--- src/mips_defines.svh ---
`ifndef MIPS_DEFINES_SVH
`define MIPS_DEFINES_SVH

// Word width, used for data and addresses alike
`define MIPS_XLEN 32

// Architectural register count
`define MIPS_NREGS 32

// First fetch after reset, start of kseg1 boot ROM
`define MIPS_RESET_VECTOR 32'hBFC0_0000

// Jumping here ends the program
`define MIPS_HALT_ADDR 32'h0000_0000

// Register shown on register_v0 ($v0 by convention)
`define MIPS_V0 2

`endif

--- src/mips_pkg.sv ---
package mips_pkg;

	// Primary opcode, instr[31:26]
	typedef enum logic [5:0] {
		OP_RTYPE = 6'h00, // Uses funct field
		OP_J     = 6'h02,
		OP_BEQ   = 6'h04,
		OP_ADDI  = 6'h08,
		OP_LW    = 6'h23,
		OP_SW    = 6'h2B
	} opcode_t;

	// R-type function code, instr[5:0]
	typedef enum logic [5:0] {
		FN_ADD = 6'h20,
		FN_SUB = 6'h22,
		FN_AND = 6'h24,
		FN_OR  = 6'h25,
		FN_SLT = 6'h2A
	} funct_t;

	// ALU operation select
	// Bit 2 set means operand B is negated inside the adder path
	typedef enum logic [2:0] {
		ALU_AND = 3'b000,
		ALU_OR  = 3'b001,
		ALU_ADD = 3'b010,
		ALU_SUB = 3'b110,
		ALU_SLT = 3'b111 // Signed compare
	} alu_op_t;

endpackage

--- src/mips_alu.sv ---
`timescale 1ns/1ns
`include "mips_defines.svh"

module mips_alu (
	input  mips_pkg::alu_op_t     alu_op,
	input  logic                  alu_src,
	input  logic [`MIPS_XLEN-1:0] rs_value,
	input  logic [`MIPS_XLEN-1:0] rt_value,
	input  logic [15:0]           imm16,
	output logic [`MIPS_XLEN-1:0] alu_result,
	output logic                  zero
);
	import mips_pkg::*;

	logic [`MIPS_XLEN-1:0] sign_imm;  // Immediate widened to a word
	logic [`MIPS_XLEN-1:0] operand_b;
	logic                  less_than; // Signed rs < B

	assign sign_imm = {{(`MIPS_XLEN-16){imm16[15]}}, imm16};

	// Immediate for lw, sw and addi
	assign operand_b = alu_src ? sign_imm : rt_value;

	assign less_than = $signed(rs_value) < $signed(operand_b);

	always_comb begin
		case (alu_op)
			ALU_AND: alu_result = rs_value & operand_b;
			ALU_OR:  alu_result = rs_value | operand_b;
			ALU_ADD: alu_result = rs_value + operand_b; // Also address calc
			ALU_SUB: alu_result = rs_value - operand_b; // beq compare
			ALU_SLT: alu_result = {{(`MIPS_XLEN-1){1'b0}}, less_than};
			default: alu_result = rs_value + operand_b;
		endcase
	end

	// Feeds the branch decision
	assign zero = (alu_result == '0);

endmodule

--- src/mips_control.sv ---
`timescale 1ns/1ns

module mips_control (
	input  mips_pkg::opcode_t op,
	input  mips_pkg::funct_t  funct,
	input  logic              zero,
	input  logic              clk_enable,
	input  logic              halted,
	output logic              reg_write,
	output logic              reg_dst,
	output logic              alu_src,
	output logic              mem_to_reg,
	output logic              branch_taken,
	output logic              jump,
	output mips_pkg::alu_op_t alu_op,
	output logic              data_write,
	output logic              data_read
);
	import mips_pkg::*;

	logic dec_reg_write; // Raw decode, not yet qualified
	logic dec_mem_write;
	logic dec_mem_read;
	logic branch;        // beq seen
	logic funct_ok;      // Low for an unsupported R-type funct
	logic exec;          // Commit allowed this cycle

	// Main decoder
	always_comb begin : main_decode
		dec_reg_write = 1'b0; // Defaults give a no-op
		dec_mem_write = 1'b0;
		dec_mem_read  = 1'b0;
		reg_dst       = 1'b0;
		alu_src       = 1'b0;
		mem_to_reg    = 1'b0;
		branch        = 1'b0;
		jump          = 1'b0;
		case (op)
			OP_RTYPE: begin
				dec_reg_write = 1'b1;
				reg_dst       = 1'b1; // Write to rd
			end
			OP_LW: begin
				dec_reg_write = 1'b1;
				alu_src       = 1'b1; // Base plus offset
				mem_to_reg    = 1'b1;
				dec_mem_read  = 1'b1;
			end
			OP_SW: begin
				alu_src       = 1'b1;
				dec_mem_write = 1'b1;
			end
			OP_BEQ:  branch = 1'b1; // Compare by subtract
			OP_ADDI: begin
				dec_reg_write = 1'b1;
				alu_src       = 1'b1;
			end
			OP_J:    jump = 1'b1;
			default: ; // Unknown opcode, everything stays off
		endcase
	end

	// ALU decoder
	always_comb begin : alu_decode
		alu_op   = ALU_ADD; // lw, sw, addi and unknowns
		funct_ok = 1'b1;
		case (op)
			OP_BEQ: alu_op = ALU_SUB;
			OP_RTYPE: begin
				case (funct)
					FN_ADD:  alu_op = ALU_ADD;
					FN_SUB:  alu_op = ALU_SUB;
					FN_AND:  alu_op = ALU_AND;
					FN_OR:   alu_op = ALU_OR;
					FN_SLT:  alu_op = ALU_SLT;
					default: funct_ok = 1'b0; // Treated as a no-op
				endcase
			end
			default: ;
		endcase
	end

	// Nothing commits while stalled or after halt
	assign exec = clk_enable & ~halted;

	assign reg_write    = dec_reg_write & funct_ok & exec;
	assign data_write   = dec_mem_write & exec;
	assign data_read    = dec_mem_read & exec;
	assign branch_taken = branch & zero; // rs equals rt

endmodule

--- src/mips_cpu.sv ---
`timescale 1ns/1ns
`include "mips_defines.svh"

module mips_cpu (
	input  logic                  clk,
	input  logic                  reset,
	input  logic                  clk_enable,
	output logic                  active,
	output logic [`MIPS_XLEN-1:0] register_v0,
	output logic [`MIPS_XLEN-1:0] instr_address,
	input  logic [`MIPS_XLEN-1:0] instr_readdata,
	output logic [`MIPS_XLEN-1:0] data_address,
	output logic                  data_write,
	output logic                  data_read,
	output logic [`MIPS_XLEN-1:0] data_writedata,
	input  logic [`MIPS_XLEN-1:0] data_readdata
);
	import mips_pkg::*;

	// Instruction fields
	opcode_t     op;
	funct_t      funct;
	logic [4:0]  rs;
	logic [4:0]  rt;
	logic [4:0]  rd;
	logic [15:0] imm16;
	logic [25:0] jump_index;

	// Control to datapath
	alu_op_t alu_op;
	logic    reg_write;
	logic    reg_dst;
	logic    alu_src;
	logic    mem_to_reg;
	logic    branch_taken;
	logic    jump;
	logic    zero;   // ALU result is zero
	logic    halted; // Core stopped

	logic [`MIPS_XLEN-1:0] rs_value;

	assign op         = opcode_t'(instr_readdata[31:26]);
	assign rs         = instr_readdata[25:21];
	assign rt         = instr_readdata[20:16];
	assign rd         = instr_readdata[15:11];
	assign imm16      = instr_readdata[15:0];
	assign funct      = funct_t'(instr_readdata[5:0]); // R-type only
	assign jump_index = instr_readdata[25:0];

	assign active = ~halted;

	mips_control ctrl0 (
		.op           (op),
		.funct        (funct),
		.zero         (zero),
		.clk_enable   (clk_enable),
		.halted       (halted),
		.reg_write    (reg_write),
		.reg_dst      (reg_dst),
		.alu_src      (alu_src),
		.mem_to_reg   (mem_to_reg),
		.branch_taken (branch_taken),
		.jump         (jump),
		.alu_op       (alu_op),
		.data_write   (data_write),
		.data_read    (data_read)
	);

	mips_pc_unit pcu0 (
		.clk          (clk),
		.reset        (reset),
		.clk_enable   (clk_enable),
		.branch_taken (branch_taken),
		.jump         (jump),
		.imm16        (imm16),
		.jump_index   (jump_index),
		.pc           (instr_address), // Fetch address
		.halted       (halted)
	);

	mips_regfile rf0 (
		.clk          (clk),
		.reg_write    (reg_write),
		.reg_dst      (reg_dst),
		.mem_to_reg   (mem_to_reg),
		.rs           (rs),
		.rt           (rt),
		.rd           (rd),
		.alu_result   (data_address),
		.mem_readdata (data_readdata),
		.rs_value     (rs_value),
		.rt_value     (data_writedata), // Store data for sw
		.v0           (register_v0)
	);

	mips_alu alu0 (
		.alu_op     (alu_op),
		.alu_src    (alu_src),
		.rs_value   (rs_value),
		.rt_value   (data_writedata),
		.imm16      (imm16),
		.alu_result (data_address), // Effective address for lw and sw
		.zero       (zero)
	);

endmodule

--- src/mips_pc_unit.sv ---
`timescale 1ns/1ns
`include "mips_defines.svh"

module mips_pc_unit (
	input  logic                  clk,
	input  logic                  reset,
	input  logic                  clk_enable,
	input  logic                  branch_taken,
	input  logic                  jump,
	input  logic [15:0]           imm16,
	input  logic [25:0]           jump_index,
	output logic [`MIPS_XLEN-1:0] pc,
	output logic                  halted
);

	logic [`MIPS_XLEN-1:0] pc_plus4;
	logic [`MIPS_XLEN-1:0] branch_offset; // Sign-extended, word aligned
	logic [`MIPS_XLEN-1:0] branch_target;
	logic [`MIPS_XLEN-1:0] jump_target;
	logic [`MIPS_XLEN-1:0] pc_next;
	logic                  halt_jump;     // j with an all-zero index

	assign pc_plus4      = pc + 'd4;
	assign branch_offset = {{(`MIPS_XLEN-18){imm16[15]}}, imm16, 2'b00};
	assign branch_target = pc_plus4 + branch_offset;

	// The boot vector region bits can never form address zero,
	// so index zero is decoded as the halt call
	assign halt_jump   = (jump_index == '0);
	assign jump_target = halt_jump ? `MIPS_HALT_ADDR :
		{pc_plus4[`MIPS_XLEN-1:`MIPS_XLEN-4], jump_index, 2'b00};

	// Jump wins over branch, neither can be set together anyway
	always_comb begin
		if (jump)
			pc_next = jump_target;
		else if (branch_taken)
			pc_next = branch_target;
		else
			pc_next = pc_plus4;
	end

	always_ff @(posedge clk or posedge reset) begin
		if (reset) begin
			pc     <= `MIPS_RESET_VECTOR;
			halted <= 1'b0;
		end else if (clk_enable && !halted) begin // Hold on stall or halt
			pc <= pc_next;
			if (jump && jump_target == `MIPS_HALT_ADDR)
				halted <= 1'b1; // Sticky until reset
		end
	end

endmodule

--- src/mips_regfile.sv ---
`timescale 1ns/1ns
`include "mips_defines.svh"

module mips_regfile (
	input  logic                  clk,
	input  logic                  reg_write,
	input  logic                  reg_dst,
	input  logic                  mem_to_reg,
	input  logic [4:0]            rs,
	input  logic [4:0]            rt,
	input  logic [4:0]            rd,
	input  logic [`MIPS_XLEN-1:0] alu_result,
	input  logic [`MIPS_XLEN-1:0] mem_readdata,
	output logic [`MIPS_XLEN-1:0] rs_value,
	output logic [`MIPS_XLEN-1:0] rt_value,
	output logic [`MIPS_XLEN-1:0] v0
);

	logic [`MIPS_XLEN-1:0] regs [`MIPS_NREGS];
	logic [4:0]            dest;     // Write address
	logic [`MIPS_XLEN-1:0] wb_value; // Write data

	// rd for R-type, rt for lw and addi
	assign dest = reg_dst ? rd : rt;

	// Load data or ALU result
	assign wb_value = mem_to_reg ? mem_readdata : alu_result;

	// Single write port on the rising edge
	always_ff @(posedge clk) begin
		if (reg_write && dest != '0) // $zero never written
			regs[dest] <= wb_value;
	end

	// Two asynchronous read ports
	assign rs_value = (rs == '0) ? '0 : regs[rs];
	assign rt_value = (rt == '0) ? '0 : regs[rt];

	// Debug tap for the testbench
	assign v0 = regs[`MIPS_V0];

endmodule

--- config.mk ---
export PLATFORM = sky130hd
export DESIGN_NAME = mips_cpu
export DESIGN_NICKNAME = d
export VERILOG_FILES = /design/src/mips_pkg.sv /design/src/mips_alu.sv /design/src/mips_control.sv /design/src/mips_cpu.sv /design/src/mips_pc_unit.sv /design/src/mips_regfile.sv
export VERILOG_INCLUDE_DIRS = /design/src
export SDC_FILE = /design/constraint.sdc
export NUM_CORES = 2
export LEC_CHECK = 0
export BUFFER_PORTS_ARGS = -buffer_cell sky130_fd_sc_hd__clkbuf_2
export CORE_ASPECT_RATIO = 0.5
export CORE_MARGIN = 2
export CORE_UTILIZATION = 55
export CTS_BUF_LIST = sky130_fd_sc_hd__clkbuf_4 sky130_fd_sc_hd__clkbuf_8 sky130_fd_sc_hd__clkbuf_16
export CTS_CLUSTER_DIAMETER = 40
export DETAILED_ROUTE_END_ITERATION = 8
export GPL_TIMING_DRIVEN = 0
export MAX_ROUTING_LAYER = met4
export PLACE_DENSITY_LB_ADDON = 0.3
export SETUP_SLACK_MARGIN = 0.1
export SYNTH_ARGS = -nofsm -noshare
export SYNTH_HDL_FRONTEND = slang
export SYNTH_SLANG_ARGS = --single-unit
--- constraint.sdc ---
create_clock -name clk -period 12.75 [get_ports clk]
set_clock_uncertainty 0.15 [all_clocks]
set_input_delay 2.55 -clock clk [delete_from_list [all_inputs] [get_ports clk]]
set_output_delay 2.55 -clock clk [all_outputs]
set_load 0.005 [all_outputs]
==> flow_summary.json <==
{
  "outcome": "complete, but fails checks",
  "violations": "DRC, capacitance limit, slew limit, setup timing",
  "finalHoldWorstSlack_ns": 0.363,
  "hpwl_microns": 161000,
  "pwr_per_cell_area_mw_per_mm2": 149,
  "cts_setup_buffers": 0,
  "ys_dominant_reg_cell": "sky130_fd_sc_hd__edfxtp_1",
  "clockRootBuffer": "sky130_fd_sc_hd__clkbuf_16",
  "core_region_area_sq_mm": 0.103,
  "share_of_async_settable_or_async_resettable_flops_after_synthesis_pct": 2.94,
  "syn_area_sq_mm": 0.0574,
  "synthTopCellsByCount": "sky130_fd_sc_hd__edfxtp_1 (1024), sky130_fd_sc_hd__mux4_2 (640), sky130_fd_sc_hd__nor2_1 (172)",
  "cell_type_contributing_the_most_total_cell_area_after_synthesis": "sky130_fd_sc_hd__edfxtp_1",
  "globalplace.congestion": 0.992,
  "post-synth-top-count-cell": "sky130_fd_sc_hd__edfxtp_1",
  "vias_cell": 7.83,
  "hold_violations": 0,
  "drive_gt1_share_pct": 32.0,
  "routed_wirelength_microns": 235000,
  "drt-wirelength-per-cell_microns": 43.5,
  "minimum_setup_slack_after_placement_ns": -1.36,
  "antenna_found_initial": 12,
  "yosys.cell_types.count": 88,
  "unrepaired_setup_endpoints_after_global_routing": "no",
  "fin_ws_ns": -0.161,
  "detail_route.first_pass.iterations": 9,
  "detail_route.drc_violations": 20,
  "critical_path_arrival_ns": 10.21,
  "worstMarginPinSlew_ns": 1.56,
  "finalCritPeriodShare_pct": 101,
  "cts_tree": "done",
  "total_leakage_power_nw": 22.0,
  "cts.sink_count": 1055,
  "finalCoreUtilization_pct": 63.4,
  "grt_first_pass_wirelength_microns": 315000,
  "clk_latency_ns": 0.75,
  "critical_path_required_ns": 10.05,
  "die_area_sq_mm": 0.107,
  "path_buf_inv": 5,
  "layout_min_cycle_time_ns": 12.91,
  "clk_pin_slew_worst_paths_ns": 0.06,
  "synth_top_cells_by_area": "sky130_fd_sc_hd__edfxtp_1 (54%), sky130_fd_sc_hd__mux4_2 (25%), sky130_fd_sc_hd__ha_1 (2.8%)",
  "die_height_microns": 233,
  "global_route_usage_sum_pct": 45.1,
  "cp_top_family": "buffers and inverters",
  "avgSynthCellArea_sq_um": 16.2,
  "ys_seq_elements": 1055,
  "timing_worst_setup_path_type": "input port to output port",
  "drv.max_cap_violation_count": 6,
  "finish.net_count": 4111,
  "clock_path_buffers": 3,
  "antenna_violating_nets_post_route": 0,
  "grt_total_ovfl": 0,
  "die-width_microns": 461,
  "starting_density_pct": 55.8,
  "worst_setup_path_start_kind": "input port",
  "post_synth_inst_count": 3536,
  "cp_slowest_cell": "sky130_fd_sc_hd__clkbuf_1",
  "placement_rows": 83,
  "yosysSeqAreaShare_pct": 54.9,
  "hold_path_class": "flop to flop",
  "flow.area_growth_from_synthesis_pct": 13.7,
  "power.total_mw": 9.71,
  "slowest_delay_ns": 1.05,
  "fmax_ghz": 0.0775,
  "reg2reg_setup_slack_ns": 4.17,
  "maxSlewHeadroom_pct": -4.85,
  "ctsHtreeMaxLevel": 3,
  "numCtsBuffers": 101,
  "timing_max_transition_violations_final": 49,
  "count_of_warnings_emitted_by_yosys": 0,
  "yosys.area.top_type_share_pct": 53.5,
  "worstPathCellList": "clkbuf_1 -> clkbuf_1 -> clkbuf_1 -> mux4_2 -> mux2i_2 -> nor2_1 -> a21oi_1 -> ha_1 -> clkbuf_1 -> nor2_1 -> a211oi_2 -> o41ai_2 -> o2111ai_1 -> and3_1 -> o211a_1 -> o221ai_2 -> clkbuf_2",
  "grt_max_degree": 33,
  "grt_pass1_vias": 39900,
  "place.port_buffers": 188,
  "final-setup-viol-count": 4,
  "end_kind": "output port",
  "holdBufCountCts": 0,
  "boundaryPins": 198,
  "worst-path-max-fanout": 10,
  "ir_worst_vdd_v": 0.000113,
  "synth_edf_count": 1024,
  "detailroute.via_count": 42400,
  "worst_path_most_repeated_cell": "sky130_fd_sc_hd__clkbuf_1",
  "dr.first_iter.drc_count": 8837
}
==> repair_timing <==
| item | CTS | global route |
|---|---|---|
| endpoints found under the hold margin | 0 | 0 |
| resized for setup | 63 | 119 |
| endpoints found under the setup margin | 52 | 23 |
==> cells in the final DEF, fill, tap and decap left out, types with 34 or more instances in the layout <==
cell / Yosys / layout
sky130_fd_sc_hd__edfxtp_1: 1024 / 1024
sky130_fd_sc_hd__mux4_2: 640 / 640
sky130_fd_sc_hd__clkbuf_2: 0 / 242
sky130_fd_sc_hd__nand2_1: 153 / 153
sky130_fd_sc_hd__nor2_1: 172 / 142
sky130_fd_sc_hd__a21oi_1: 137 / 136
sky130_fd_sc_hd__ha_1: 129 / 129
sky130_fd_sc_hd__clkbuf_1: 171 / 120
sky130_fd_sc_hd__inv_1: 116 / 115
sky130_fd_sc_hd__clkbuf_16: 0 / 102
sky130_fd_sc_hd__o21ai_0: 90 / 88
sky130_fd_sc_hd__a21o_1: 61 / 61
sky130_fd_sc_hd__mux2i_1: 62 / 54
sky130_fd_sc_hd__nand2b_1: 53 / 53
sky130_fd_sc_hd__nor3_1: 50 / 50
sky130_fd_sc_hd__xnor2_1: 41 / 41
sky130_fd_sc_hd__nand3_1: 40 / 40
sky130_fd_sc_hd__conb_1: 1 / 34
==> metrics by stage <==
step	setup TNS (ns)	instance area, sq um	instances
after floorplan	0	57600	3569
after global placement	-38.42	60300	5159
after detailed placement	-39.87	61600	5208
after CTS	0	65100	5387
after global routing	0	65300	5402
final	-0.394	65300	5409
==> where the power goes <==
part           switching [mW]  internal (mW)  total, mW
Sequential             0.0178           4.29       4.30
Combinational            1.62          0.636       2.25
Clock                    1.43           1.72       3.15
==> cell type report <==
type                       count  area (sq um)
tap                         1402          1750
clock inverter                61           696
clock buffer                 118          2670
multi-input combinational   2153         25000
inverter                     116           435
buffer                       245          1160
fill                        7213         37700
timing repair buffer         240          2020
sequential                  1055         31500
antenna                       19          47.5
==> flip-flops by register name, indices dropped and copies added, names as in the netlist <==
register and cells:
pcu0.halted 1, pcu0.pc 30, rf0.regs 1024
==> tightest hold or removal path: stages (launching register included) <==
cell                      delay, ns
sky130_fd_sc_hd__dfstp_2       0.39
sky130_fd_sc_hd__nand2_1       0.06
sky130_fd_sc_hd__o31ai_1       0.06
==> logic make-up (layout without fill, tap and decap cells) <==
logic type / Yosys count / in the layout / synth area share, %
xor+xnor: 58 / 58 / 0.884
simple gates: 639 / 639 / 5.59
other cells: 1 / 53 / 0.00653
mux: 735 / 735 / 26.8
fa+ha+maj: 132 / 132 / 2.91
flops: 1055 / 1055 / 54.9
compound gates: 555 / 555 / 6.45
buf+inv: 361 / 780 / 2.43
==> metal layers <==
| metal | up-vias | routed length [microns] | track usage, % |
|---|---|---|---|
| met3 | 1071 | 47800 | 26.3 |
| met5 | - | 0 | - |
| met2 | 4630 | 95500 | 59.5 |
| li1 | 15400 | - | - |
| met4 | 0 | 15000 | 21.5 |
| met1 | 21200 | 77100 | 55.3 |
==> final timing paths <==
check	start	end	cells past startpoint
max	instr_readdata[20]	data_address[26]	17
min	pcu0.pc[29]	pcu0.pc[29]	2
max reg2reg	rf0.regs[11][14]	pcu0.pc[18]	19
min reg2reg	pcu0.pc[29]	pcu0.pc[29]	2
max in group asynchronous	reset	pcu0.pc[22]	3
min in group asynchronous	reset	pcu0.pc[16]	2
No activity file was read; power rests on OpenSTA's default activity.
